===== src/design/sw_alloc_defines.svh =====
`ifndef SW_ALLOC_DEFINES_SVH
`define SW_ALLOC_DEFINES_SVH

// Buffer geometry.
`define SW_NUM_SRAMS      32    // Shared SRAM blocks.
`define SW_SRAM_CAPACITY  1024  // Half-words per block.

// ------------------------------
// Host register map, word addresses.
`define SW_WB_ADR_W       8
`define SW_REG_CTRL       0     // Mode, threshold, viscous.
`define SW_REG_REQ        1     // Post a packet write request.
`define SW_REG_MASK       2     // Accessible blocks, one bit each.
`define SW_REG_RELEASE    3     // Return drained space.
`define SW_REG_RESULT     4     // Last allocation, read clears valid.
`define SW_REG_FREE_BASE  32    // Free space of block n at 32+n.

`endif


===== src/design/sw_alloc_pkg.sv =====
package sw_alloc_pkg;

    typedef logic [4:0]  sram_idx_t;     // Block number.
    typedef logic [3:0]  port_idx_t;     // Switch port number.
    typedef logic [8:0]  pkt_len_t;      // Packet length in half-words.
    typedef logic [10:0] free_space_t;   // Free half-words, holds the full capacity.
    typedef logic [8:0]  pkt_amount_t;   // Packets for one destination in one block.

    typedef struct packed {
        logic [1:0] mode;                // Scan order select.
        logic [4:0] threshold;           // Scan ticks before a match may end.
        logic       viscous;             // Reuse the previous block when it fits.
    } alloc_cfg_t;

    typedef struct packed {
        port_idx_t dest;                 // Destination port.
        pkt_len_t  length;               // Space to reserve.
    } alloc_req_t;

    typedef struct packed {
        logic        accessible;         // Mask bit of the block.
        free_space_t free_space;
        pkt_amount_t packet_amount;      // Count for the looked-up destination.
    } sram_status_t;

    // Commit takes space and adds a packet, release does the reverse.
    typedef struct packed {
        logic      valid;
        sram_idx_t sram;
        port_idx_t dest;
        pkt_len_t  length;
    } sram_update_t;

    typedef enum logic [1:0] {
        IDLE,
        MATCHING,
        DONE
    } match_state_t;

endpackage


===== src/design/alloc_result_readback.sv =====
`timescale 1ns/1ps
`include "sw_alloc_defines.svh"

module alloc_result_readback (
    input  logic                          clk,
    input  logic                          rst_n,
    input  logic                          cyc,
    input  logic                          stb,
    input  logic                          we,
    input  logic [`SW_WB_ADR_W-1:0]       adr,
    input  logic                          wr_ack,
    input  logic                          match_end,
    input  sw_alloc_pkg::sram_idx_t       matching_best_sram,
    input  sw_alloc_pkg::alloc_req_t      req,
    input  sw_alloc_pkg::alloc_cfg_t      cfg,
    input  sw_alloc_pkg::free_space_t     free_rd,
    output sw_alloc_pkg::sram_update_t    commit,
    output sw_alloc_pkg::sram_idx_t       free_rd_sram,
    output logic [31:0]                   dat_r,
    output logic                          ack
);

    logic                     rd_start;      // New read strobe.
    logic                     rd_ack;
    logic                     result_valid;
    sw_alloc_pkg::sram_idx_t  result_sram;
    logic [`SW_WB_ADR_W-1:0]  free_off;      // Offset into the free-space window.
    logic                     free_hit;

    assign rd_start     = cyc && stb && !we && !rd_ack;
    assign free_off     = adr - `SW_WB_ADR_W'(`SW_REG_FREE_BASE);
    assign free_hit     = free_off < `SW_WB_ADR_W'(`SW_NUM_SRAMS);
    assign free_rd_sram = free_off[4:0];
    assign ack          = rd_ack || wr_ack;  // One ack line for the bus.

    // ------------------------------
    // Result capture and commit pulse.
    always_ff @(posedge clk) begin
        if (!rst_n) begin
            commit       <= '0;
            result_valid <= 1'b0;
            rd_ack       <= 1'b0;
        end else begin
            rd_ack       <= rd_start;
            commit.valid <= 1'b0;
            if (rd_start && adr == `SW_WB_ADR_W'(`SW_REG_RESULT)) begin
                result_valid <= 1'b0;           // Cleared by the read.
            end
            if (match_end) begin                // New result wins over a clear.
                result_valid <= 1'b1;
                commit       <= '{valid: 1'b1, sram: matching_best_sram,
                                  dest: req.dest, length: req.length};
            end
        end
    end

    always_ff @(posedge clk) begin
        if (match_end) begin
            result_sram <= matching_best_sram;
        end
    end

    // Read data, valid in the ack cycle.
    always_ff @(posedge clk) begin
        if (rd_start) begin
            if (free_hit) begin
                dat_r <= {21'd0, free_rd};
            end else if (adr == `SW_WB_ADR_W'(`SW_REG_CTRL)) begin
                dat_r <= {15'd0, cfg.viscous, 3'd0, cfg.threshold, 6'd0, cfg.mode};
            end else if (adr == `SW_WB_ADR_W'(`SW_REG_RESULT)) begin
                dat_r <= {result_valid, 26'd0, result_sram};
            end else begin
                dat_r <= '0;
            end
        end
    end

endmodule


===== config.mk =====
export PLATFORM = sky130hd
export DESIGN_NAME = alloc_result_readback
export DESIGN_NICKNAME = d
export VERILOG_FILES = /design/src/design/sw_alloc_pkg.sv /design/src/design/alloc_result_readback.sv
export VERILOG_INCLUDE_DIRS = /design/src /design/src/design
export SDC_FILE = /design/constraint.sdc
export NUM_CORES = 1
export LEC_CHECK = 0
export ABC_AREA = 1
export ABC_CLOCK_PERIOD_IN_PS = 1900
export BUFFER_PORTS_ARGS = -buffer_cell sky130_fd_sc_hd__buf_2
export CELL_PAD_IN_SITES_DETAIL_PLACEMENT = 1
export CELL_PAD_IN_SITES_GLOBAL_PLACEMENT = 1
export CORE_ASPECT_RATIO = 0.6
export CORE_MARGIN = 2
export CORE_UTILIZATION = 30
export CTS_BUF_LIST = sky130_fd_sc_hd__clkbuf_8 sky130_fd_sc_hd__clkbuf_16
export DETAILED_ROUTE_END_ITERATION = 10
export PLACE_DENSITY = 0.9
export SKIP_LAST_GASP = 1
export SYNTH_ARGS = -nofsm -noshare
export SYNTH_HDL_FRONTEND = slang
export SYNTH_SLANG_ARGS = --single-unit
export TNS_END_PERCENT = 100

===== constraint.sdc =====
create_clock -name clk -period 1.9 [get_ports clk]
set_input_delay 0.095 -clock clk [delete_from_list [all_inputs] [get_ports clk]]
set_output_delay 0.095 -clock clk [all_outputs]
set_load 0.01 [all_outputs]

==> qor.yml <==
run_status:
  status: "finished, final reports clean"
worst_setup_path:
  slowest_delay_ns: 0.33
  reg2reg_to: "dat_r[4]"
  path_cells: "or2_2 > buf_2"
  critPathLaunchType: "flip-flop"
  path_buf_inv: 1
  cp.arrival_ns: 1.04
  ff2ff_setup_slack_ns: 0.80
  path_max_fanout: 2
  crit_path_end_kind: "output pin"
  crit_type: "reg -> out"
  critPathRequiredTime_ns: 1.80
  r2r-start: "rd_ack"
  cpMaxStageDelayCell: "dfxtp_1"
  reg2reg_depth: 4
  critPathTopFamily: "flip-flops"
clock_tree:
  clock_path_buffers: 2
  clk_latency_ns: 0.29
  clock-sinks: 41
  clk_pin_slew_worst_paths_ns: 0.08
  cts_buffers: 5
  htree_levels: 2
  root_buffer: "clkbuf_8"
  cts.repair.resized: 0
  cts_tree: "built"
  cts_setup_buffers: 0
die:
  row_count: 21
  ioPinCount: 109
  die_w_um: 104.8
  start_util_pct: 31.96
  die-area_mm2: 0.006763
  coreArea_mm2: 0.005728
  die_y_um: 64.51
synthesis:
  syn_area_mm2: 0.001831
  ys_ff_latch: 41
  synthAdderAreaFrac_pct: 0.6835
  synth_simple_gate_area_share_pct: 20.51
  yosysMostFrequentCell: "nor2_1"
  synthXorXnorAreaFrac_pct: 0
  synthTopCellsByCount: "nor2_1 (42), buf_4 (23), dfxtp_1 (21), inv_1 (21), edfxtp_1 (20)"
  yosys.cell_types.count: 25
  seq_area_frac_synth_pct: 55.78
  synth_cells: 198
  synth_compound_area_share_pct: 7.177
  syn_area_per_cell_um2: 9.245
  synth_top_area_share_pct: 32.81
  synth_top_family_by_area: "simple AND/OR/NAND/NOR gates"
  synth-main-ff-cell: "dfxtp_1"
  ys_warn_count: 0
  synthMuxAreaShare_pct: 0
  yosys-top-cells-area: "edfxtp_1 (33%), dfxtp_1 (23%), buf_4 (9.4%)"
  synthArstFlopShare_pct: 0
  synth-edff-count: 20
  yosysTopAreaCell: "edfxtp_1"
place:
  dp.cells: 359
  hpwl_mm: 3.821
  place_congestion: 0.6780
  placed_area_mm2: 0.002258
  port-buffer-count: 91
drt:
  ant_nets: 0
  drt-pass1-iter-count: 4
  routed_wl_mm: 4.854
  vias_per_cell: 4.151
  vias: 1544
  wl_per_cell_um: 13.05
  drc: 0
  drt_iter0_drc: 30
finish:
  design_area_mm2: 0.002420
  finalNonFillerCells: 372
  drive_gt1_share_pct: 38.01
  final_util_pct: 42.25
  n_antenna_cell: 0
  synthToLayoutAreaGrowth_pct: 32.19
  final_nets: 344
min_path:
  hp-class: "in -> reg"
  hp-start: "req[6]"
  hold_depth: 3
  holdPathEnd: "commit[6]"
sta:
  fmaxAchievable_ghz: 0.8792
  min_period_ns: 1.137
  setup_viol: 0
  rsz0062_at_grt: "false"
  slew_viol_final: 0
  clock-skew-final_ns: 0.003340
  finalCritPeriodShare_pct: 59.87
  fin_setup_tns_ns: 0
  hold_violations: 0
global_route:
  antenna_found_initial: 0
  globalRouteOverflowTotal: 0
  grt_start_max_net_pins: 26
  track_usage_pct: 14.99
  grt_pass1_vias: 1714
  grt_first_pass_wirelength_mm: 7.872
power:
  ir_drop_uv: 320.3
  power.density_mw_per_mm2: 796.0
  total_power_mw: 1.926
  leakage_nw: 1.181
run:
  max_cap_violations: 0
## worst max-delay path by stage
stage	startpoint	slack [ns]	depth (start not counted)	endpoint
finish	rd_ack	0.76	2	ack
global route	rd_ack	0.69	7	result_valid
CTS	rd_ack	0.75	2	ack
detailed placement	adr[5]	0.70	7	dat_r[4]
global placement	adr[5]	0.79	7	dat_r[2]
floorplan	rd_ack	0.44	3	dat_r[0]
## stage by stage
step	hold WS, ns	setup WS [ns]
finish	0.02193	0.7626
global route	0.03339	0.6901
CTS	0.01090	0.7537
detailed placement	0.2906	0.7042
global placement	0.2919	0.7890
floorplan	0.1939	0.4403
## logic make-up after synthesis
kind of cell | count (synthesis)
and+or+nand+nor | 81
buffers and inverters | 50
DFF | 41
AOI/OAI and AO/OA | 24
adders and majority gates | 1
other | 1
## worst min-delay path, delay by kind of cell
family	cells	cell delay (ns)
buffers and inverters	1	0.07
and+or+nand+nor	2	0.11
## state kept, by name, indices dropped and copies added, names as in the netlist
name / count
commit: 19
dat_r: 15
rd_ack: 1
result_sram: 5
result_valid: 1
## where the power goes
part	internal, mW	switching, mW	leakage (nW)
Combinational	0.106	0.154	0.774
Sequential	0.977	0.0190	0.346
Clock	0.370	0.299	0.0608
## placed cells by master (no fill, tap or decap), types with 2 or more instances in the layout
cell type      instances
nand4_1                2
nand2_1               17
clkbuf_8               6
o21ai_0               18
conb_1                17
nor2_1                42
buf_2                 91
nor3b_1                4
o21ai_2                3
edfxtp_1              20
dlygate4sd3_1          5
dfxtp_1               21
nand3_1                8
o21ai_1                3
inv_1                 22
nor2_4                 2
nor2_2                 2
## layout make-up
class | count | area (µm²)
clock buffers | 7 | 107.6
clock inverters | 1 | 3.754
fillers | 706 | 3308
inverters | 23 | 91.34
multi-input cells | 123 | 583.1
flip-flops and latches | 41 | 1021
well taps | 80 | 100.1
repair buffers | 97 | 513.0
## timing repair
| item | 4_1_cts | 5_1_grt |
|---|---|---|
| hold buffers | 5 | 0 |
| hold endpoints to repair | 5 | 0 |
| setup endpoints to repair | 0 | 0 |
## routing by layer
layer	track usage (%)	wire length, µm	vias up
li1	-	-	774
met4	5.167	74	0
met5	0	0	-
met3	4.527	331	7
met1	17.22	2067	702
met2	26.87	2379	61
No activity file was read; power rests on OpenSTA's default activity.
