[src/design/sw_alloc_defines.svh]
`ifndef SW_ALLOC_DEFINES_SVH
`define SW_ALLOC_DEFINES_SVH

// Buffer geometry.
`define SW_NUM_SRAMS      32    // Shared SRAM blocks.
`define SW_SRAM_CAPACITY  1024  // Half-words per block.

// ------------------------------
// Host register map, word addresses.
`define SW_WB_ADR_W       8
`define SW_REG_CTRL       0     // Mode, threshold, viscous.
`define SW_REG_REQ        1     // Post a packet write request.
`define SW_REG_MASK       2     // Accessible blocks, one bit each.
`define SW_REG_RELEASE    3     // Return drained space.
`define SW_REG_RESULT     4     // Last allocation, read clears valid.
`define SW_REG_FREE_BASE  32    // Free space of block n at 32+n.

`endif

[src/design/sw_alloc_pkg.sv]
package sw_alloc_pkg;

    typedef logic [4:0]  sram_idx_t;     // Block number.
    typedef logic [3:0]  port_idx_t;     // Switch port number.
    typedef logic [8:0]  pkt_len_t;      // Packet length in half-words.
    typedef logic [10:0] free_space_t;   // Free half-words, holds the full capacity.
    typedef logic [8:0]  pkt_amount_t;   // Packets for one destination in one block.

    typedef struct packed {
        logic [1:0] mode;                // Scan order select.
        logic [4:0] threshold;           // Scan ticks before a match may end.
        logic       viscous;             // Reuse the previous block when it fits.
    } alloc_cfg_t;

    typedef struct packed {
        port_idx_t dest;                 // Destination port.
        pkt_len_t  length;               // Space to reserve.
    } alloc_req_t;

    typedef struct packed {
        logic        accessible;         // Mask bit of the block.
        free_space_t free_space;
        pkt_amount_t packet_amount;      // Count for the looked-up destination.
    } sram_status_t;

    // Commit takes space and adds a packet, release does the reverse.
    typedef struct packed {
        logic      valid;
        sram_idx_t sram;
        port_idx_t dest;
        pkt_len_t  length;
    } sram_update_t;

    typedef enum logic [1:0] {
        IDLE,
        MATCHING,
        DONE
    } match_state_t;

endpackage

[src/design/wb_req_intake.sv]
`timescale 1ns/1ps
`include "sw_alloc_defines.svh"

module wb_req_intake (
    input  logic                          clk,
    input  logic                          rst_n,
    input  logic                          cyc,
    input  logic                          stb,
    input  logic                          we,
    input  logic [`SW_WB_ADR_W-1:0]       adr,
    input  logic [31:0]                   dat_w,
    input  logic                          match_end,
    output sw_alloc_pkg::alloc_cfg_t      cfg,
    output logic [`SW_NUM_SRAMS-1:0]      mask,
    output sw_alloc_pkg::alloc_req_t      req,
    output logic                          match_enable,
    output sw_alloc_pkg::sram_update_t    release_upd,
    output logic                          wr_ack
);

    logic bus_wr;    // New write strobe, not yet acked.
    logic req_take;  // REQ write accepted this cycle.

    assign bus_wr   = cyc && stb && we && !wr_ack;
    assign req_take = bus_wr && !match_enable && (adr == `SW_WB_ADR_W'(`SW_REG_REQ));

    // ------------------------------
    // Register writes and write ack.
    always_ff @(posedge clk) begin
        if (!rst_n) begin
            cfg          <= '0;             // Mode 0, no sticky.
            mask         <= '1;             // All blocks accessible.
            release_upd  <= '0;
            match_enable <= 1'b0;
            wr_ack       <= 1'b0;
        end else begin
            wr_ack            <= 1'b0;      // Single-cycle pulse.
            release_upd.valid <= 1'b0;
            if (match_end) begin
                match_enable <= 1'b0;      // Matcher goes idle next.
            end
            if (bus_wr) begin
                case (adr)
                    `SW_WB_ADR_W'(`SW_REG_CTRL): begin
                        cfg.mode      <= dat_w[1:0];
                        cfg.threshold <= dat_w[12:8];
                        cfg.viscous   <= dat_w[16];
                        wr_ack        <= 1'b1;
                    end
                    `SW_WB_ADR_W'(`SW_REG_MASK): begin
                        mask   <= dat_w;
                        wr_ack <= 1'b1;
                    end
                    `SW_WB_ADR_W'(`SW_REG_RELEASE): begin
                        release_upd <= '{valid: 1'b1, sram: dat_w[4:0],
                                         dest: dat_w[11:8], length: dat_w[24:16]};
                        wr_ack      <= 1'b1;
                    end
                    `SW_WB_ADR_W'(`SW_REG_REQ): begin
                        if (!match_enable) begin   // Stall ack while a match runs.
                            match_enable <= 1'b1;
                            wr_ack       <= 1'b1;
                        end
                    end
                    default: wr_ack <= 1'b1;      // Read-only or unmapped, just ack.
                endcase
            end
        end
    end

    // Request payload, dest in 3:0 and length in 24:16.
    always_ff @(posedge clk) begin
        if (req_take) begin
            req.dest   <= dat_w[3:0];
            req.length <= dat_w[24:16];
        end
    end

endmodule

[config.mk]
export PLATFORM = sky130hd
export DESIGN_NAME = wb_req_intake
export DESIGN_NICKNAME = d
export VERILOG_FILES = /design/src/design/sw_alloc_pkg.sv /design/src/design/wb_req_intake.sv
export VERILOG_INCLUDE_DIRS = /design/src /design/src/design
export SDC_FILE = /design/constraint.sdc
export NUM_CORES = 1
export LEC_CHECK = 0
export BUFFER_PORTS_ARGS = -buffer_cell sky130_fd_sc_hd__buf_2
export CELL_PAD_IN_SITES_DETAIL_PLACEMENT = 1
export CELL_PAD_IN_SITES_GLOBAL_PLACEMENT = 2
export CORE_AREA = 2 2 102 104
export DETAILED_ROUTE_END_ITERATION = 10
export DIE_AREA = 0 0 104 106
export PLACE_DENSITY_LB_ADDON = 0.1
export REMOVE_ABC_BUFFERS = 1
export SKIP_LAST_GASP = 1
export SYNTH_ARGS = -nofsm -noshare
export SYNTH_HDL_FRONTEND = slang
export SYNTH_SLANG_ARGS = --single-unit
[constraint.sdc]
create_clock -name clk -period 4.92 [get_ports clk]
set_clock_uncertainty 0.05 [all_clocks]
set_input_delay 0.246 -clock clk [delete_from_list [all_inputs] [get_ports clk]]
set_output_delay 0.246 -clock clk [all_outputs]
set_load 0.01 [all_outputs]
==> results of run 1 <==
## per-layer routing
metal  vias up  global-route usage, %  part of all wire (%)  routed length (um)
met5         -                      0                     0                   0
li1       1163                      -                     -                   -
met1      1095                  16.27                    45                3270
met2        71                  21.62                    46                3356
met3        12                  4.414                   6.7                 486
met4         0                  6.853                   2.4                 174
## worst max-delay path: stages (launching register included)
cell and delay [ns]:
dfxtp_1 0.33, nand4b_1 0.30, nor4_4 0.39, buf_4 0.38, mux2i_1 0.23
## final cells by class
| class | instances | area, um^2 | share of cell area (%) |
|---|---|---|---|
| clock buffer | 14 | 162.7 | 4.135 |
| clock inverter | 2 | 35.03 | 0.8906 |
| tap | 136 | 170.2 | 4.326 |
| multi-input combinational | 189 | 1321 | 33.59 |
| sequential | 74 | 1612 | 40.97 |
| timing repair buffer | 124 | 633.1 | 16.09 |
## where the power goes
part           total [W]  internal [W]  switching [W]
clock           0.000475      0.000262       0.000213
sequential      0.000616      0.000615    0.000000249
combinational  0.0000609     0.0000287      0.0000321
total            0.00115      0.000906       0.000245
## sequential cells by signal, summed over array words and instances, names as in the netlist
| name | cells |
|---|---|
| cfg | 8 |
| mask | 32 |
| match_enable | 1 |
| release_upd | 19 |
| req | 13 |
| wr_ack | 1 |
## cells by family after synthesis
| kind of cell | count (synthesis) | share of synthesized area, % |
|---|---|---|
| buffers and inverters | 17 | 3.235 |
| multiplexers | 58 | 19.25 |
| flip-flops | 74 | 53.42 |
| AO/OA/AOI/OAI | 2 | 0.4979 |
| AND/OR/NAND/NOR | 129 | 23.60 |
## path summary, 6_finish.rpt
| path | endpoint | depth (start not counted) |
|---|---|---|
| setup / recovery | mask[26]$_SDFFE_PN1P_ | 4 |
| hold / removal | match_enable$_SDFF_PN0_ | 2 |
| hold reg to reg | release_upd[14]$_SDFFE_PN0P_ | 2 |
| setup reg to reg | mask[26]$_SDFFE_PN1P_ | 4 |
## cells in the final DEF, fill, tap and decap left out, drive strengths merged
master	synthesis	routed
nor3b	1	1
nor2	3	3
nand3b	1	1
clkinv	0	1
edfxtp	13	13
buf	5	124
or2	1	1
and4b	1	1
nand3	2	2
nor2b	65	65
nor4	3	3
nand2b	1	1
clkbuf	12	14
nand4b	1	1
bufinv	0	1
or4	1	1
mux2i	58	58
nand2	48	48
a41oi	1	1
o22ai	1	1
nand4	1	1
dfxtp	61	61
## per-stage QoR
step / total power [W] / hold slack, ns / setup WS (ns)
2_1_floorplan: 0.0006530 / 0.2903 / 2.177
3_3_place_gp: 0.0006898 / 0.3879 / 2.997
3_5_place_dp: 0.0006915 / 0.3952 / 2.942
4_1_cts: 0.001174 / 0.02230 / 3.123
5_1_grt: 0.001204 / 0.02018 / 2.985
6_report: 0.001152 / 0.05318 / 3.158
==> results.toml, run 1 <==
[outcome]
status = "finished clean"

[floorplan]
core_area_um2 = 10000
io_pins = 120
fp.dieW_um = 104
die_area_um2 = 11020
rows = 37
fp.dieH_um = 106
start_util_pct = 30.17

[sta]
fin_crit_sh_pct = 35.81
hold_viol_final = 0
fmax_mhz = 567.6
min_period_ns = 1.762
slew_headroom_pct = 43.70
slew_viol_final = 0
setup_tns_ns = 0
final-setup-viol-count = 0
rsz0062_at_grt = "false"
worst_pin_slew_ns = 0.8446

[final_layout]
final_cells = 539
num_antenna_cells = 0
utilization_pct = 39.34
nets = 444
fillCellCount = 1184
area_growth_pct = 30.40
drive_gt1_share_pct = 35.24
postLayoutCellArea_um2 = 3934

[logic_synthesis]
ys_seq_elements = 74
yosys-top-cells-area = "dfxtp_1 40%, mux2i_1 19%, nor2b_1 13%, edfxtp_1 13%, nand2_1 6.0%"
syn_inst = 280
synth.distinct_cells = 23
post-synth-top-count-cell = "nor2b_1"
synth_top_area_cell = "dfxtp_1"
netlist_area_um2 = 3017
ys_seq_area_share_pct = 53.42
synth_top_area_share_pct = 40.48
avgSynthCellArea_um2 = 10.77
ys_warn_count = 0
synth-edff-count = 13
synth_ff_type = "dfxtp_1"
async_reset_ff_share_pct = 0
synthTopCellsByCount = "65 x nor2b_1, 61 x dfxtp_1, 58 x mux2i_1"

[cts]
cts_root_buffer = "clkbuf_8"
hold_buffers = 0
postCtsResizedCells = 0
cts_tree = "yes"
cts_made_buffers = 9
clock_latency_ns = 0.33
clockBufferDepth = 2
cts.sinks = 74
postCtsSetupRepairBufs = 0
clk_pin_slew_ns = 0.07
htreeDepth = 3

[pwr]
peakVddDrop_mv = 0.1008
p_leak_nw = 1.559
powerDensity_nw_per_um2 = 292.8

[place]
dp_cells = 523
hpwlAfterDp_um = 5226
numPortBuffers = 119
place.gp.congestion = 0.7187
dpl_cell_area_um2 = 3736

[critical_path]
critPathLaunchType = "flip-flop"
end_kind = "flip-flop"
cp.arrival_ns = 1.98
cp.required_ns = 5.14
cp-startpoint = "wr_ack$_SDFF_PN0_"
r2r_slack_ns = 3.16
critPathKind = "reg2reg"
r2r_start = "wr_ack$_SDFF_PN0_"
crit_fanout = 19

[global_routing]
overflow = 0
grt_use_total_pct = 13.51
grt_start_max_net_pins = 61
grt_pass1_wl_um = 11650
grt_pass1_vias = 2334
antenna_found_initial = 0

[min_path]
min_from = "match_end"
hold_class = "in2reg"

[routing]
num_vias = 2341
drt_iter0_markers = 69
drc_errors = 0
ant_nets = 0
wire_per_inst_um = 13.52
routed_via_density = 4.343
first_pass_iters = 4
wl_um = 7288

[job]
maxCapViolations = 0
(Power assumes the default switching activity.)
==> run 2, diff against run 1 <==
--- a/config.mk
+++ b/config.mk
@@ -9,9 +9,9 @@
 export BUFFER_PORTS_ARGS = -buffer_cell sky130_fd_sc_hd__buf_2
 export CELL_PAD_IN_SITES_DETAIL_PLACEMENT = 1
 export CELL_PAD_IN_SITES_GLOBAL_PLACEMENT = 2
-export CORE_AREA = 2 2 102 104
+export CORE_AREA = 2 2 111 113
 export DETAILED_ROUTE_END_ITERATION = 10
-export DIE_AREA = 0 0 104 106
+export DIE_AREA = 0 0 113 115
 export PLACE_DENSITY_LB_ADDON = 0.1
 export REMOVE_ABC_BUFFERS = 1
 export SKIP_LAST_GASP = 1
==> constraint.sdc (replaced) <==
create_clock -name clk -period 1.5 [get_ports clk]
set_clock_uncertainty 0.05 [all_clocks]
set_input_delay 0.075 -clock clk [delete_from_list [all_inputs] [get_ports clk]]
set_output_delay 0.075 -clock clk [all_outputs]
set_load 0.01 [all_outputs]
==> run 2 against run 1 <==
The run now ends with DRC, setup timing left. Utilization is 0.47 points higher. Clock power grew to 5.3 times the previous value. Wire length is 20% higher. Register-to-register slack worse by 3.3 ns. Final area is 20% higher. Sequential power grew to 3.3 times the previous value. Combinational power grew to 4.7 times the previous value. Sequential cell count stayed put. Total power grew to 4.2 times the previous value. Critical path depth is 1 higher. Setup slack worse by 3.3 ns. Sequential share of layout area is 6.7 points lower.
==> results.toml, run 2 (synthesized netlist as in run 1, its figures left out) <==
[final_layout]
mostFrequentLayoutCell = "buf_2"
area_growth_pct = 55.87
utilization_pct = 39.81
num_antenna_cells = 0
largest_register = "mask"
multiInputGateArea_um2 = 1345
drive_gt1_share_pct = 35.62
largest_register_ffs = 32
largestRegisters = "mask: 32 flops, release_upd: 19 flops, req: 13 flops"
postLayoutCellArea_um2 = 4702
regArea_um2 = 1613
fillCellCount = 1354
final_cell_mix = "119 x buf_2, 65 x nor2b_1, 60 x dfxtp_1, 57 x mux2i_1, 48 x nand2_1"
nets = 493

[global_routing]
grt_use_met3_pct = 3.321
busiest_layer = "met2"
grt.met2_usage_pct = 22.36
grt_pass1_wl_um = 13570
grt_start_max_net_pins = 114
grt_pass1_vias = 2586
antenna_found_initial = 0
overflow = 0
grt_use_total_pct = 13.60
grt_use_met1_pct = 17.10

[routing]
ant_nets = 0
drc_errors = 11
first_pass_iters = 7
num_vias = 2565
wire_per_inst_um = 14.56
routed_via_density = 4.282
wl_um = 8724
drt_iter0_markers = 111

[floorplan]
core_area_um2 = 11810
rows = 40
start_util_pct = 25.54
io_pins = 120
die_area_um2 = 13000
fp.dieH_um = 115
fp.dieW_um = 113

[sta]
fmax_mhz = 626.3
holdWs_ns = 0.1015
hold_viol_final = 0
final-setup-viol-count = 45
rsz0062_at_grt = "true"
fin_crit_sh_pct = 106.4
slew_headroom_pct = 72.22
worst_pin_slew_ns = 0.4168
worst_slack_ns = -0.09669
min_period_ns = 1.597
slew_viol_final = 0
setup_tns_ns = -2.854

[cts]
clockBufferDepth = 2
cts_root_buffer = "clkbuf_16"
clock_latency_ns = 0.33
clk_pin_slew_ns = 0.06
cts_made_buffers = 9
cts.sinks = 74
htreeDepth = 3
cts_tree = "yes"

[outcome]
violations = "DRC, setup timing"
status = "finished with violations"

[place]
dpl_cell_area_um2 = 3825
hpwlAfterDp_um = 5276
place.gp.congestion = 0.6518
numPortBuffers = 119

[pwr]
powerDensity_nw_per_um2 = 1021
peakVddDrop_mv = 0.4730
p_leak_nw = 1.874

[critical_path]
end_kind = "flip-flop"
critPathLaunchType = "flip-flop"
crit_fanout = 16
cp.arrival_ns = 1.80
cp.required_ns = 1.70
r2r_slack_ns = -0.1
critPathKind = "reg2reg"

[job]
maxCapViolations = 0

[min_path]
hold_class = "in2reg"
[run 2: final cells by class]
| cell class | count | share of cell area [%] |
|---|---|---|
| well taps | 147 | 3.912 |
| clock buffers | 11 | 5.162 |
| multi-input cells | 189 | 28.61 |
| repair buffers | 173 | 25.86 |
| flip-flops and latches | 74 | 34.30 |
| clock inverters | 5 | 2.155 |
[run 2: where the power goes]
group          internal (W)  leakage [nW]  total (W)  switching [W]
logic              0.000162          1.10   0.000286       0.000124
registers           0.00202         0.610    0.00202    0.000000664
clock network       0.00167         0.163    0.00250       0.000830
total               0.00385          1.87    0.00480       0.000954
[run 2: worst paths after layout]
kind / depth (start not counted) / endpoint / start
min reg2reg: 2 / release_upd[1]$_SDFFE_PN0P_ / release_upd[1]$_SDFFE_PN0P_
max: 5 / mask[26]$_SDFFE_PN1P_ / wr_ack$_SDFF_PN0_
max reg2reg: 5 / mask[26]$_SDFFE_PN1P_ / wr_ack$_SDFF_PN0_
min: 3 / wr_ack$_SDFF_PN0_ / adr[6]
[run 2: repair_timing]
action | in CTS | in global routing
pin swaps | 2 | 2
hold buffers | 35 | 0
buffers inserted | 3 | 1
gates cloned | 3 | 2
endpoints found under the setup margin | 60 | 63
gates resized for setup | 10 | 6
endpoints found under the hold margin | 65 | 0
[run 2: per-stage QoR]
stage	setup WS (ns)	total power [W]	cells
floorplan	-1.116	0.002142	263
global placement	-0.1756	0.002275	539
detailed placement	-0.2120	0.002279	539
CTS	-0.08213	0.004884	596
global route	-0.1759	0.005025	599
finish	-0.09669	0.004803	599
[run 2: worst max-delay path, stage by stage (launching register included)]
cell and delay [ns]:
dfxtp_2 0.32, nand4b_1 0.29, nor4_4 0.29, buf_4 0.16, buf_12 0.17, mux2i_2 0.23
[run 2: metal layers]
layer	wire length, um	vias up	part of all wire [%]
met5	0	-	0
met4	141	0	1.6
met3	648	11	7.4
met2	4096	83	47
met1	3838	1204	44
li1	-	1267	-
==> run 3, diff against run 2 <==
--- a/config.mk
+++ b/config.mk
@@ -9,9 +9,9 @@
 export BUFFER_PORTS_ARGS = -buffer_cell sky130_fd_sc_hd__buf_2
 export CELL_PAD_IN_SITES_DETAIL_PLACEMENT = 1
 export CELL_PAD_IN_SITES_GLOBAL_PLACEMENT = 2
-export CORE_AREA = 2 2 111 113
+export CORE_AREA = 2 2 101 112
 export DETAILED_ROUTE_END_ITERATION = 10
-export DIE_AREA = 0 0 113 115
+export DIE_AREA = 0 0 103 114
 export PLACE_DENSITY_LB_ADDON = 0.1
 export REMOVE_ABC_BUFFERS = 1
 export SKIP_LAST_GASP = 1
==> constraint.sdc (replaced) <==
create_clock -name clk -period 1.57 [get_ports clk]
set_clock_uncertainty 0.05 [all_clocks]
set_input_delay 0.0785 -clock clk [delete_from_list [all_inputs] [get_ports clk]]
set_output_delay 0.0785 -clock clk [all_outputs]
set_load 0.01 [all_outputs]
==> run 3 against run 2 <==
Total power decreased by 13%. Clock power decreased by 21%. Sequential cell count unchanged. Global-route usage increased by 0.28 points. Critical endpoint is now req[3]$_DFFE_PP_. Highest routed layer unchanged. Sequential share of layout area increased by 0.14 points. Final area decreased by 0.48%. First-iteration DRC count decreased by 59%. Setup slack improved by 0.0076 ns. Wire length decreased by 4.4%. Count of clock-buffer cells in the layout increased by 2. Die area decreased by 9.6%. The flow finishes with violations (setup timing).
==> results.toml, run 3 (synthesized netlist as in run 1, its figures left out) <==
[min_path]
min_from = "adr[6]"
hold-path-endpoint = "wr_ack$_SDFF_PN0_"
hold_class = "in2reg"
hold_depth = 3

[routing]
wl_um = 8341
wire_per_inst_um = 13.79
ant_nets = 0
drt_iter0_markers = 46
drc_errors = 0
first_pass_iters = 4
num_vias = 2572
routed_via_density = 4.251

[final_layout]
largest_register = "mask"
largestRegisters = "mask: 32 flops, release_upd: 19 flops, req: 13 flops"
largest_register_ffs = 32
area_growth_pct = 55.12
final_cells = 605
drive_gt1_share_pct = 35.15
num_antenna_cells = 0
nets = 499
final_cell_mix = "119 x buf_2, 65 x nor2b_1, 61 x dfxtp_1, 58 x mux2i_1, 48 x nand2_1"
mostFrequentLayoutCell = "buf_2"

[floorplan]
die_area_um2 = 11740
rows = 40
fp.dieW_um = 103
fp.dieH_um = 114
core_area_um2 = 10710
start_util_pct = 28.17
io_pins = 120

[sta]
worst_slack_ns = -0.08914
fmax_mhz = 602.7
holdWs_ns = 0.09145
min_period_ns = 1.659
worst_pin_slew_ns = 0.4254
final-setup-viol-count = 31
slew_headroom_pct = 71.64
rsz0062_at_grt = "true"
hold_viol_final = 0
setup_tns_ns = -1.460
slew_viol_final = 0
fin_crit_sh_pct = 105.7

[cts]
cts_made_buffers = 9
clk_pin_slew_ns = 0.06
clock_latency_ns = 0.32
htreeDepth = 3
cts_root_buffer = "clkbuf_16"
cts_tree = "yes"
clockBufferDepth = 2
cts.sinks = 74

[critical_path]
worst_r2r_endpoint = "req[3]$_DFFE_PP_"
r2r_start = "wr_ack$_SDFF_PN0_"
critPathKind = "reg2reg"
cp.arrival_ns = 1.65
end_kind = "flip-flop"
reg2reg_depth = 6
cp-startpoint = "wr_ack$_SDFF_PN0_"
r2r_slack_ns = -0.09
crit_fanout = 6
critPathLaunchType = "flip-flop"
cp.required_ns = 1.57

[pwr]
p_leak_nw = 1.873
powerDensity_nw_per_um2 = 897.0
p_total_w = 0.004198
peakVddDrop_mv = 0.4170

[global_routing]
grt_pass1_wl_um = 12480
grt_pass1_vias = 2594
antenna_found_initial = 0
overflow = 0
grt_use_total_pct = 13.88
grt_start_max_net_pins = 42

[place]
numPortBuffers = 119
hpwlAfterDp_um = 5437
dp_cells = 542
place.gp.congestion = 0.6600
place_ws_ns = -0.1492

[job]
maxCapViolations = 0

[outcome]
status = "finished with violations"
violations = "setup timing"
## run 3: changes by cell type in the layout (fill, tap and decap cells not counted), moves of 2 or more
cell       delta
bufinv_16     -2
buf_8         -2
buf_12        +3
clkbuf_1      +3
buf_4         +5
## run 3: worst max path at each step
stage / depth (start not counted) / endpoint
4_1_cts: 5 / release_upd[14]$_SDFFE_PN0P_
3_3_place_gp: 5 / mask[25]$_SDFFE_PN1P_
6_report: 6 / req[3]$_DFFE_PP_
5_1_grt: 6 / release_upd[17]$_SDFFE_PN0P_
3_5_place_dp: 5 / mask[8]$_SDFFE_PN1P_
2_1_floorplan: 3 / mask[0]$_SDFFE_PN1P_
## run 3: metal layers
layer / vias up / GRT usage (%) / share of wire [%]
met3: 11 / 3.676 / 5.5
met1: 1218 / 16.40 / 43
met2: 71 / 23.16 / 49
met5: - / 0 / 0
li1: 1272 / - / -
met4: 0 / 6.579 / 1.9
## run 3: cell type report
| cell class | instances | area (um^2) |
|---|---|---|
| flip-flops and latches | 74 | 1612 |
| clock inverters | 3 | 41.29 |
| well taps | 147 | 183.9 |
| fillers | 1245 | 6031 |
| clock buffers | 13 | 240.2 |
| repair buffers | 179 | 1270 |
| multi-input cells | 189 | 1333 |
## run 3: per-stage QoR
step	util, %	cell area, um^2
finish	43.69	4679
global route	43.69	4679
CTS	43.00	4606
detailed placement	36.39	3897
global placement	36.39	3897
floorplan	-	2919
## run 3: timing repair
item	in CTS	in global routing
buffers inserted	4	5
pin swaps	2	3
hold endpoints to repair	62	0
endpoints found under the setup margin	53	56
gates cloned	1	2
hold buffers	35	0
resized for setup	5	0
## run 3: critical path: stages, from the launching register on
cell and delay, ns:
dfxtp_1 0.31, buf_4 0.13, and4b_1 0.29, nand3_2 0.13
nor3b_4 0.23, buf_6 0.14, buf_12 0.11
## run 3: report_power, final
part | internal, W | switching [W] | total (W)
registers | 0.00193 | 0.000000640 | 0.00193
clock network | 0.00123 | 0.000754 | 0.00198
logic | 0.000165 | 0.000119 | 0.000284
total | 0.00332 | 0.000873 | 0.00420
