`config.mk`:
```
export PLATFORM = sky130hd
export DESIGN_NAME = port_wr_sram_matcher
export DESIGN_NICKNAME = d
export VERILOG_FILES = /design/src/design/sw_alloc_defines.svh /design/src/design/sw_alloc_pkg.sv /design/src/design/port_wr_sram_matcher.sv
export SDC_FILE = /design/constraint.sdc
export NUM_CORES = 1
export LEC_CHECK = 0
export BUFFER_PORTS_ARGS = -buffer_cell sky130_fd_sc_hd__buf_4
export CAP_MARGIN = 20
export CORE_MARGIN = 4
export CORE_UTILIZATION = 45
export CTS_CLUSTER_DIAMETER = 80
export DETAILED_ROUTE_END_ITERATION = 8
export GPL_TIMING_DRIVEN = 0
export PLACE_DENSITY = 0.67
export SLEW_MARGIN = 20
export SYNTH_ARGS = -nofsm -noshare
export SYNTH_HDL_FRONTEND = slang
export SYNTH_SLANG_ARGS = --single-unit
```
`constraint.sdc`:
```
create_clock -name clk -period 5 [get_ports clk]
set_clock_uncertainty 0.05 [all_clocks]
set_input_delay 0.75 -clock clk [delete_from_list [all_inputs] [get_ports clk]]
set_output_delay 0.75 -clock clk [all_outputs]
set_load 0.05 [all_outputs]
```
`src/design/sw_alloc_defines.svh`:
```
`ifndef SW_ALLOC_DEFINES_SVH
`define SW_ALLOC_DEFINES_SVH

// Buffer geometry.
`define SW_NUM_SRAMS      32    // Shared SRAM blocks.
`define SW_SRAM_CAPACITY  1024  // Half-words per block.

// ------------------------------
// Host register map, word addresses.
`define SW_WB_ADR_W       8
`define SW_REG_CTRL       0     // Mode, threshold, viscous.
`define SW_REG_REQ        1     // Post a packet write request.
`define SW_REG_MASK       2     // Accessible blocks, one bit each.
`define SW_REG_RELEASE    3     // Return drained space.
`define SW_REG_RESULT     4     // Last allocation, read clears valid.
`define SW_REG_FREE_BASE  32    // Free space of block n at 32+n.

`endif

```
`src/design/sw_alloc_pkg.sv`:
```
package sw_alloc_pkg;

    typedef logic [4:0]  sram_idx_t;     // Block number.
    typedef logic [3:0]  port_idx_t;     // Switch port number.
    typedef logic [8:0]  pkt_len_t;      // Packet length in half-words.
    typedef logic [10:0] free_space_t;   // Free half-words, holds the full capacity.
    typedef logic [8:0]  pkt_amount_t;   // Packets for one destination in one block.

    typedef struct packed {
        logic [1:0] mode;                // Scan order select.
        logic [4:0] threshold;           // Scan ticks before a match may end.
        logic       viscous;             // Reuse the previous block when it fits.
    } alloc_cfg_t;

    typedef struct packed {
        port_idx_t dest;                 // Destination port.
        pkt_len_t  length;               // Space to reserve.
    } alloc_req_t;

    typedef struct packed {
        logic        accessible;         // Mask bit of the block.
        free_space_t free_space;
        pkt_amount_t packet_amount;      // Count for the looked-up destination.
    } sram_status_t;

    // Commit takes space and adds a packet, release does the reverse.
    typedef struct packed {
        logic      valid;
        sram_idx_t sram;
        port_idx_t dest;
        pkt_len_t  length;
    } sram_update_t;

    typedef enum logic [1:0] {
        IDLE,
        MATCHING,
        DONE
    } match_state_t;

endpackage

```
`src/design/port_wr_sram_matcher.sv`:
```
`timescale 1ns/1ps

module port_wr_sram_matcher #(
    parameter int PORT_IDX = 0
) (
    input  logic                          clk,
    input  logic                          rst_n,
    input  sw_alloc_pkg::alloc_cfg_t      cfg,
    input  sw_alloc_pkg::alloc_req_t      req,
    input  logic                          match_enable,
    input  sw_alloc_pkg::sram_status_t    status,
    output logic                          match_end,
    output sw_alloc_pkg::sram_idx_t       matching_next_sram,
    output sw_alloc_pkg::sram_idx_t       matching_best_sram
);

    localparam sw_alloc_pkg::sram_idx_t OWN_PAIR_LO = sw_alloc_pkg::sram_idx_t'(2 * PORT_IDX);
    localparam sw_alloc_pkg::sram_idx_t OWN_PAIR_HI = OWN_PAIR_LO | 5'd1;
    localparam sw_alloc_pkg::sram_idx_t OWN_BLOCK   = sw_alloc_pkg::sram_idx_t'(PORT_IDX);

    sw_alloc_pkg::match_state_t state;
    sw_alloc_pkg::sram_idx_t    matching_sram;   // Block that status describes.
    logic [4:0]                 tick;            // Scan cycles in this match.
    logic                       found;           // A candidate is held.
    sw_alloc_pkg::pkt_amount_t  best_amount;
    sw_alloc_pkg::free_space_t  best_free;
    logic                       prev_valid;      // A normal match has completed.
    sw_alloc_pkg::port_idx_t    prev_dest;
    sw_alloc_pkg::free_space_t  prev_free;       // Space left in the previous block.
    logic                       cand;
    logic                       done_now;
    logic                       sticky;

    // ------------------------------
    // Scan order, one block per cycle.
    always_ff @(posedge clk) begin
        if (!rst_n) begin
            matching_next_sram <= OWN_PAIR_LO;
        end else begin
            case (cfg.mode)
                2'd0: matching_next_sram <= (matching_next_sram == OWN_PAIR_LO) ?
                                            OWN_PAIR_HI : OWN_PAIR_LO;
                2'd1: begin                                 // Own block, then 16 to 31.
                    if (!matching_next_sram[4]) begin
                        matching_next_sram <= 5'd16;
                    end else if (matching_next_sram == 5'd31) begin
                        matching_next_sram <= OWN_BLOCK;
                    end else begin
                        matching_next_sram <= matching_next_sram + 5'd1;
                    end
                end
                default: matching_next_sram <= matching_next_sram + 5'd1;  // Wraps at 31.
            endcase
        end
    end

    always_ff @(posedge clk) begin
        matching_sram <= matching_next_sram;   // Lines up with the table lookup.
    end

    // ------------------------------
    // Candidate search.
    assign cand = (state == sw_alloc_pkg::MATCHING) && status.accessible &&
                  (status.free_space >= sw_alloc_pkg::free_space_t'(req.length)) &&
                  (status.packet_amount >= best_amount);
    assign done_now = (state == sw_alloc_pkg::MATCHING) && found && (tick >= cfg.threshold);
    assign sticky   = cfg.viscous && prev_valid && (req.dest == prev_dest) &&
                      (prev_free >= sw_alloc_pkg::free_space_t'(req.length));

    always_ff @(posedge clk) begin
        if (cand && !done_now) begin          // Best is frozen once the match ends.
            matching_best_sram <= matching_sram;
            best_free          <= status.free_space;
        end
    end

    always_ff @(posedge clk) begin
        if (!rst_n) begin
            state       <= sw_alloc_pkg::IDLE;
            match_end   <= 1'b0;
            tick        <= '0;
            found       <= 1'b0;
            best_amount <= '0;
            prev_valid  <= 1'b0;
            prev_dest   <= '0;
            prev_free   <= '0;
        end else begin
            match_end <= 1'b0;
            case (state)
                sw_alloc_pkg::IDLE: begin
                    if (match_enable && sticky) begin     // Keep the previous block.
                        prev_free <= prev_free - sw_alloc_pkg::free_space_t'(req.length);
                        match_end <= 1'b1;
                        state     <= sw_alloc_pkg::DONE;
                    end else if (match_enable) begin
                        tick        <= '0;
                        found       <= 1'b0;
                        best_amount <= '0;
                        state       <= sw_alloc_pkg::MATCHING;
                    end
                end
                sw_alloc_pkg::MATCHING: begin
                    if (tick != 5'd31) begin
                        tick <= tick + 5'd1;            // Saturates.
                    end
                    if (done_now) begin
                        match_end  <= 1'b1;
                        prev_valid <= 1'b1;
                        prev_dest  <= req.dest;
                        prev_free  <= best_free - sw_alloc_pkg::free_space_t'(req.length);
                        state      <= sw_alloc_pkg::DONE;
                    end else if (cand) begin
                        found       <= 1'b1;
                        best_amount <= status.packet_amount;
                    end
                end
                default: state <= sw_alloc_pkg::IDLE;   // DONE lasts one cycle.
            endcase
        end
    end

endmodule

```
==> metrics.yaml, run 1 <==
finish:
  antenna_cells_inserted: 0
  design.final.nets: 571
  synthesis_to_layout_area_growth_pct: 21.4
  final_cell_area_um2: 4560
  final_layout_size_suffix_gt1_share_pct: 16.6
global_route:
  grt.met3_usage_pct: 3.65
  use_met2_pct: 30.9
  first_global_vias: 3222
  grt-ovfl-total: 0
  grt_antenna_before_repair: 0
  grt.total_usage_pct: 18.5
  grt_first_pass_wirelength_um: 14600
  top_usage_layer: "met2"
  gr-usage-met1_pct: 23.5
  grt_start_max_net_pins: 11
sta:
  finalWorstSetupSlack_ns: 1.61
  measured_slew_at_the_worst_slew_check_pin_ns: 0.867
  setup_total_negative_slack_ns: 0
  finalMaxSlewViolations: 0
  finalCriticalPeriod_ns: 3.39
  hold_viol: 0
  fmax_mhz: 295
  unrepaired_setup_endpoints_after_global_routing: "false"
  final_hold_slack_ns: 0.354
  fin_crit_sh_pct: 67.8
  maxSlewHeadroom_pct: 41.7
  setup_viol_count_final: 0
yosys:
  synth_edf_count: 16
  synthDominantCellAreaShare_pct: 23.4
  yosys_most_used_dff: "dfxtp_1"
  synthDominantAreaCellType: "dfxtp_1"
  synth_fp_nets: 504
  post_synth_main_area_contributors: "dfxtp_1 23%, ha_1 15%, edfxtp_1 13%"
  synth.lib_cells_used.distinct: 52
  ys_seq_elements: 60
  avgSynthCellArea_um2: 9.15
  syn_inst: 411
  syn_area_um2: 3760
  postSynth.asyncResetShare_pct: 0
  ys_seq_area_share_pct: 36.2
  count_of_synthesis_stage_warnings_from_yosys: 0
critical_path:
  cp_data_required_time_ns: 5.18
  critPathMaxFanout: 10
  critPathLaunchType: "primary input"
  cp_data_arrival_time_ns: 3.57
  reg2reg_depth: 8
  r2r_setup_slack_ns: 1.90
  timing.critical_path.to_type: "flip-flop"
  setup.worst_path.class: "in2reg"
drt:
  drc_violation_count_after_routing: 0
  viasPerCell: 5.45
  final_wl_um: 8840
  first_iter_violations: 133
  detail_route.wl_per_cell_um: 15.0
  ant_nets: 0
  routed-via-count: 3207
  drt_first_pass_iters: 4
clock_tree:
  cts_hold_repair.buffers: 0
  clock_latency_ns: 0.34
  maximum_count_of_clock_buffers_along_a_single_path: 2
  cts.sinks: 60
  numCtsBuffers: 9
  post-cts-setup-buffer-count: 0
  clk_pin_slew_ns: 0.07
  cts_tree: "built"
  cts_repair_resize_count: 0
  cts_root_buf: "clkbuf_8"
  htree_levels: 3
die:
  die_w_um: 99.4
  initial_core_util_pct: 46.0
  die_h_um: 99.4
  io_pins: 56
  num_rows: 33
  floorplan.core_area_um2: 8180
  dieArea_um2: 9880
placed_design:
  io_buffers: 55
  dp.final_hpwl_um: 6740
  globalplace.congestion: 0.842
  pre_cts_ws_ns: 1.29
  detailed_place.area_um2: 4320
hold_path:
  min_path_type: "reg2reg"
  timing.hold.worst_path_depth: 0
power_and_ir_drop:
  p_leak_nw: 2.07
  power_density_nw_per_um2: 275
  irDropWorstVdd_uv: 166
status:
  outcome: "complete, no violations"
run:
  drv_cap: 0
-- layer usage --
layer	share of wire, %	wire (um)	vias to the layer above
li1	-	-	1627
met1	46	4050	1492
met2	47	4160	72
met3	5.1	453	16
met4	2.0	176	0
met5	0	0	-
-- worst paths after layout --
check / startpoint / end
setup / recovery: req[5] / prev_free[8]$_SDFFE_PN0P_
hold reg to reg: matching_next_sram[4]$_SDFF_PN0_ / matching_sram[4]$_DFF_P_
hold / removal: matching_next_sram[4]$_SDFF_PN0_ / matching_sram[4]$_DFF_P_
setup reg to reg: prev_free[6]$_SDFFE_PN0P_ / prev_free[8]$_SDFFE_PN0P_
-- through the flow --
stage	total power [mW]	utilization (%)	std cells
3_5_place_dp	0.721	52.9	572
6_report	1.25	55.8	588
3_3_place_gp	0.714	52.6	571
4_1_cts	1.26	55.8	588
5_1_grt	1.31	55.8	588
2_1_floorplan	0.649	-	411
-- where the power goes --
part | switching (mW) | internal (mW) | leakage (nW)
sequential | 0.00696 | 0.511 | 0.504
clock | 0.199 | 0.343 | 0.121
combinational | 0.109 | 0.0844 | 1.44
total | 0.315 | 0.938 | 2.07
-- registers in the layout (all words and copies together) (netlist names) --
| register | cells |
|---|---|
| best_amount | 9 |
| best_free | 11 |
| found | 1 |
| match_end | 1 |
| matching_best_sram | 5 |
| matching_next_sram | 5 |
| matching_sram | 5 |
| prev_dest | 4 |
| prev_free | 11 |
| prev_valid | 1 |
| state | 2 |
| tick | 5 |
-- synth_stat cells, types with 4 or more instances --
cell,instances
a211oi_1,6
xnor2_1,11
nand4_1,5
nor2b_1,9
mux2i_1,12
o21ai_0,21
nand2b_1,11
a21o_1,9
nor3_1,7
and3_1,5
a31oi_1,6
nand3_1,7
a22o_1,9
nor3b_1,4
inv_1,39
a21oi_1,25
ha_1,46
nor2_1,36
nand2_1,22
edfxtp_1,16
nor4_1,7
clkbuf_1,6
dfxtp_1,44
-- cells by family after synthesis --
group	share of synthesized area [%]
multiplexers	3.20
XOR/XNOR	3.03
adder cells (fa/ha/maj)	16.4
flip-flops	36.2
AND/OR/NAND/NOR	16.9
AO/OA/AOI/OAI	19.4
buffers and inverters	4.86
-- cells in the final DEF (no fill, tap or decap), types with 7 or more instances in the layout --
master	synthesis	final
buf_4	0	56
ha_1	46	46
dfxtp_1	44	44
inv_1	39	39
nor2_1	36	36
a21oi_1	25	25
nand2_1	22	22
o21ai_0	21	21
edfxtp_1	16	16
mux2i_1	12	12
nand2b_1	11	11
xnor2_1	11	11
clkbuf_8	0	10
a21o_1	9	9
nor2b_1	9	9
a22o_1	9	9
nand3_1	7	7
clkbuf_1	6	7
-- layout make-up --
| cell class | instances | area (um2) |
|---|---|---|
| buffer | 9 | 36.3 |
| clock buffer | 11 | 141 |
| clock inverter | 5 | 98.8 |
| fill | 758 | 3610 |
| inverter | 39 | 146 |
| multi-input combinational | 303 | 2230 |
| sequential | 60 | 1360 |
| tap | 105 | 131 |
| timing repair buffer | 56 | 420 |
-- worst max-delay path, stage by stage --
cell	delay [ns]
buf_4	0.08
inv_1	0.09
ha_1	0.42
nand4_1	0.14
nor4_1	0.43
nor4_1	0.18
o41ai_4	0.73
clkbuf_1	0.43
o211ai_1	0.15
o211a_1	0.15
Note: power is estimated with default switching activity, not from simulation.
==> run 2, diff against run 1 <==
- clock period: 5 -> 3.15 ns (I/O delays scaled with it)
==> run 2 against run 1 <==
Net effect: design area up 0.47%; routed wire length up 0.35%; clock power up 59%; register-to-register slack worse by 1.7 ns; final cell count up 0.34%; first-iteration DRC count down 18%; critical path depth down 2; via count up 0.62%; sequential share of layout area down 0.14 points; largest power group unchanged.
==> metrics.yaml, run 2 (synthesis gave the netlist of run 1 again) <==
clock_tree:
  clk_pin_slew_ns: 0.08
  cts.sinks: 60
  maximum_count_of_clock_buffers_along_a_single_path: 2
  htree_levels: 3
  cts_root_buf: "clkbuf_8"
  clock_latency_ns: 0.34
  numCtsBuffers: 9
  cts_tree: "built"
  cts_hold_repair.buffers: 0
critical_path:
  setup.worst_path.class: "reg2reg"
  critPathMaxFanout: 9
  timing.critical_path.to_type: "flip-flop"
  cp_data_arrival_time_ns: 3.12
  critPathLaunchType: "flip-flop"
  cp_data_required_time_ns: 3.37
power_and_ir_drop:
  power_report.internal_total_mw: 1.49
  net_switching_power_uw: 500
  power_density_nw_per_um2: 434
  p_seq_share_pct: 41.3
  power_frac_comb_pct: 15.5
  power.share.switching_pct: 25.1
  design_power_total_mw: 1.99
  p_leak_nw: 2.08
  irDropWorstVdd_uv: 264
  power.share.clock_pct: 43.2
drt:
  routed-via-count: 3227
  drc_violation_count_after_routing: 0
  drt_first_pass_iters: 4
  viasPerCell: 5.47
  first_iter_violations: 109
  ant_nets: 0
  detail_route.wl_per_cell_um: 15.0
  final_wl_um: 8870
sta:
  hold_viol: 0
  finalCriticalPeriod_ns: 2.90
  setup_viol_count_final: 0
  maxSlewHeadroom_pct: 41.6
  fin_crit_sh_pct: 92.1
  unrepaired_setup_endpoints_after_global_routing: "false"
  measured_slew_at_the_worst_slew_check_pin_ns: 0.868
  finalWorstSetupSlack_ns: 0.250
  finalMaxSlewViolations: 0
  final_hold_slack_ns: 0.266
  fmax_mhz: 345
run:
  drv_cap: 0
die:
  num_rows: 33
  floorplan.core_area_um2: 8180
  initial_core_util_pct: 46.0
  io_pins: 56
  dieArea_um2: 9880
  die_h_um: 99.4
  die_w_um: 99.4
hold_path:
  min_path_type: "in2reg"
finish:
  final_layout_size_suffix_gt1_share_pct: 17.1
  design.final.nets: 573
  final_cell_area_um2: 4580
  final_common_cell: "buf_4"
  antenna_cells_inserted: 0
  commonest_cells_after_routing_fill_and_taps_aside: "58 x buf_4, 46 x ha_1, 44 x dfxtp_1, 39 x inv_1, 36 x nor2_1"
  synthesis_to_layout_area_growth_pct: 21.9
  regs_by_ff_count: "best_free x11, prev_free x11, best_amount x9"
placed_design:
  io_buffers: 55
  detailed_place.area_um2: 4320
  globalplace.congestion: 0.842
  pre_cts_ws_ns: -0.287
  dp.final_hpwl_um: 6740
global_route:
  grt-ovfl-total: 0
  first_global_vias: 3222
  grt_start_max_net_pins: 11
  grt.total_usage_pct: 18.5
  grt_antenna_before_repair: 0
  grt_first_pass_wirelength_um: 14600
status:
  outcome: "complete, no violations"
run 2: changes by cell type in the layout (fill, tap and decap cells not counted):
cell,before,now
nor4_2,1,2
buf_4,56,58
nor4_1,6,5
run 2: worst paths after layout:
| path | slack (ns) | start | to | depth (start not counted) |
|---|---|---|---|---|
| max reg2reg | 0.25 | best_amount[0]$_SDFFE_PN0P_ | best_amount[5]$_SDFFE_PN0P_ | 8 |
| min | 0.27 | status[9] | best_free[0]$_DFFE_PP_ | 1 |
| min reg2reg | 0.35 | matching_next_sram[4]$_SDFF_PN0_ | matching_sram[4]$_DFF_P_ | 0 |
| max | 0.25 | best_amount[0]$_SDFFE_PN0P_ | best_amount[5]$_SDFFE_PN0P_ | 8 |
run 2: stage by stage:
step	setup TNS (ns)	instances	utilization [%]
4_1_cts	0	588	55.8
6_report	0	590	56.1
2_1_floorplan	0	411	-
5_1_grt	0	590	56.1
3_5_place_dp	-1.66	572	52.9
3_3_place_gp	-9.76	571	52.6
run 2: area by class of cell:
type | count | area, um2
Multi-Input combinational cell | 303 | 2230
Clock inverter | 5 | 98.8
Sequential cell | 60 | 1360
Fill cell | 756 | 3590
Inverter | 39 | 146
Timing Repair Buffer | 58 | 435
Tap cell | 105 | 131
Buffer | 9 | 36.3
Clock buffer | 11 | 141
run 2: timing repair:
item / in CTS / in global routing
hold endpoints to repair: 0 / 0
resized for setup: 0 / 1
buffers inserted: 0 / 2
endpoints found under the setup margin: 0 / 7
run 2: power by group through the flow:
stage	sequential (mW)	combinational, mW	clock, mW
after floorplan	0.853	0.177	0
after global placement	0.839	0.295	0
after detailed placement	0.839	0.306	0
after CTS	0.821	0.308	0.875
after global routing	0.823	0.344	0.906
final	0.821	0.308	0.859
run 2: worst max-delay path, cell delays in order (launching register included):
cell and delay, ns:
dfxtp_1 0.32, ha_1 0.26, nand2b_1 0.15, a2111oi_0 0.40
nor3b_1 0.11, o31ai_1 0.50, nor2_1 0.17, o31ai_2 0.64
a22o_1 0.23
run 2: per-layer routing:
| layer | up-vias | wire (um) | global-route usage (%) |
|---|---|---|---|
| li1 | 1629 | - | - |
| met1 | 1505 | 4110 | 23.5 |
| met2 | 80 | 4170 | 30.9 |
| met3 | 13 | 454 | 3.65 |
| met4 | 0 | 139 | 7.35 |
| met5 | - | 0 | 0 |
==> run 3, diff against run 2 <==
- CORE_ASPECT_RATIO: default -> 0.5
- PLACE_DENSITY: 0.67 -> 0.7
- clock period: 3.15 -> 2.3 ns (I/O delays scaled with it)
==> run 3 against run 2 <==
Net effect: the flow now finishes with violations (negative setup slack); register-to-register slack lost 0.43 ns; non-clock buffer count is 13 higher; via count grew 2.0%; flip-flop and latch count is the same; utilization increased by 7.0 points; combinational power up 56%; fmax up 17%; sequential share of layout area down 2.9 points; total power grew 52%; critical path type unchanged; largest power group unchanged.
==> metrics.yaml, run 3 (synthesis gave the netlist of run 1 again) <==
critical_path:
  critPathLaunchType: "flip-flop"
  cpMaxStageDelayCell: "o41a_1"
  crit_path_cell_trace: "ha_4, a21o_1, a211o_1, o211a_4, o41a_1, buf_6, o21ai_4, o31ai_4, buf_12, a22o_1"
  cp_data_required_time_ns: 2.47
  setup.worst_path.class: "reg2reg"
  cp_data_arrival_time_ns: 2.65
  worst_path_dominant_cell_family: "compound AO/OA/AOI/OAI gates"
  cp.buffers_inverters: 2
  critPathMaxFanout: 9
  timing.critical_path.to_type: "flip-flop"
  slowest_stage_delay_on_critical_path_ns: 0.40
global_route:
  grt_antenna_before_repair: 0
  grt.met3_usage_pct: 5.51
  grt.total_usage_pct: 19.1
  top_usage_layer: "met2"
  grt-ovfl-total: 0
  grt_first_pass_wirelength_um: 14800
  first_global_vias: 2991
  grt_start_max_net_pins: 17
  use_met2_pct: 28.8
  gr-usage-met1_pct: 27.1
clock_tree:
  cts_root_buf: "clkbuf_16"
  cts_tree: "built"
  cts.sinks: 60
  maximum_count_of_clock_buffers_along_a_single_path: 2
  htree_levels: 3
  clock_latency_ns: 0.33
  cts_hold_repair.buffers: 0
  numCtsBuffers: 9
  clk_pin_slew_ns: 0.06
finish:
  regs_by_ff_count: "best_free x11, prev_free x11, best_amount x9"
  antenna_cells_inserted: 0
  design.final.nets: 586
  finish.cell_count_without_fillers: 610
  finalCoreUtilization_pct: 63.1
  final_common_cell: "buf_4"
  final_layout_size_suffix_gt1_share_pct: 26.7
  commonest_cells_after_routing_fill_and_taps_aside: "66 x buf_4, 43 x dfxtp_1, 40 x ha_1, 38 x inv_1, 34 x nor2_1"
  nFillCells: 676
  synthesis_to_layout_area_growth_pct: 35.2
drt:
  drt_first_pass_iters: 5
  detail_route.wl_per_cell_um: 15.5
  ant_nets: 0
  drc_violation_count_after_routing: 0
  routed-via-count: 3291
  viasPerCell: 5.40
  first_iter_violations: 221
  final_wl_um: 9440
power_and_ir_drop:
  irDropWorstVdd_uv: 400
  power_density_nw_per_um2: 596
  p_leak_nw: 2.22
  design_power_total_mw: 3.03
sta:
  unrepaired_setup_endpoints_after_global_routing: "true"
  finalWorstSetupSlack_ns: -0.183
  maxSlewHeadroom_pct: 62.5
  fmax_mhz: 403
  setup_viol_count_final: 24
  finalMaxSlewViolations: 0
  hold_viol: 0
  fin_crit_sh_pct: 108
  measured_slew_at_the_worst_slew_check_pin_ns: 0.563
  finalCriticalPeriod_ns: 2.48
placed_design:
  io_buffers: 55
  dp.final_hpwl_um: 6610
  dpl.cell_count: 578
  pre_cts_ws_ns: -0.893
  globalplace.congestion: 0.828
status:
  failed_checks: "negative setup slack"
  outcome: "complete, but fails checks"
die:
  initial_core_util_pct: 46.6
  floorplan.core_area_um2: 8060
  die_h_um: 72.6
  die_w_um: 137
  io_pins: 56
  dieArea_um2: 9970
  num_rows: 23
run:
  drv_cap: 0
hold_path:
  min_path_type: "in2reg"
run 3: cell count changes in the layout (fill, tap and decap cells not counted), sizes merged:
cell / change
clkinv: +1
buf: +14
clkinvlp: +2
clkbuf: -2
bufinv: -2
run 3: path summary, 6_finish.rpt:
check	startpoint	end	slack, ns	cells after the start
max	prev_free[4]$_SDFFE_PN0P_	best_amount[7]$_SDFFE_PN0P_	-0.18	10
min	status[9]	best_free[0]$_DFFE_PP_	0.15	1
max reg2reg	prev_free[4]$_SDFFE_PN0P_	best_amount[7]$_SDFFE_PN0P_	-0.18	10
min reg2reg	matching_sram[0]$_DFF_P_	matching_best_sram[0]$_DFFE_PP_	0.35	0
run 3: layout make-up:
cell class              instances  area, um2  area share (%)
clock inverters                 6       68.8            1.35
multi-input cells             303       2480            48.8
flip-flops and latches         60       1360            26.8
repair buffers                 72        584            11.5
well taps                     112        140            2.76
inverters                      39        150            2.95
plain buffers                   8       45.0           0.886
clock buffers                  10        250            4.92
run 3: stage by stage:
stage               instance area, um2  TNS (ns)  hold WS [ns]
floorplan                         3810     -3.92         0.336
global placement                  4360    -28.12         0.337
detailed placement                4370    -27.99         0.341
CTS                               4890     -3.58         0.140
global route                      5080     -5.10         0.138
finish                            5080     -3.11         0.149
run 3: report_power, final:
| part | internal (mW) | switching [mW] | total [mW] |
|---|---|---|---|
| registers | 1.11 | 0.0156 | 1.13 |
| logic | 0.217 | 0.265 | 0.482 |
| clock network | 0.909 | 0.511 | 1.42 |
| total | 2.24 | 0.792 | 3.03 |
run 3: per-layer routing:
metal	vias up	share of wire (%)
met2	82	44
met5	-	0
met1	1538	49
met3	9	5.2
met4	0	1.0
li1	1662	-
run 3: timing repair:
| action | CTS | global route |
|---|---|---|
| resized for setup | 27 | 30 |
| pin swaps | 16 | 14 |
| setup endpoints to repair | 45 | 45 |
| setup buffers | 10 | 9 |
| hold endpoints to repair | 0 | 0 |
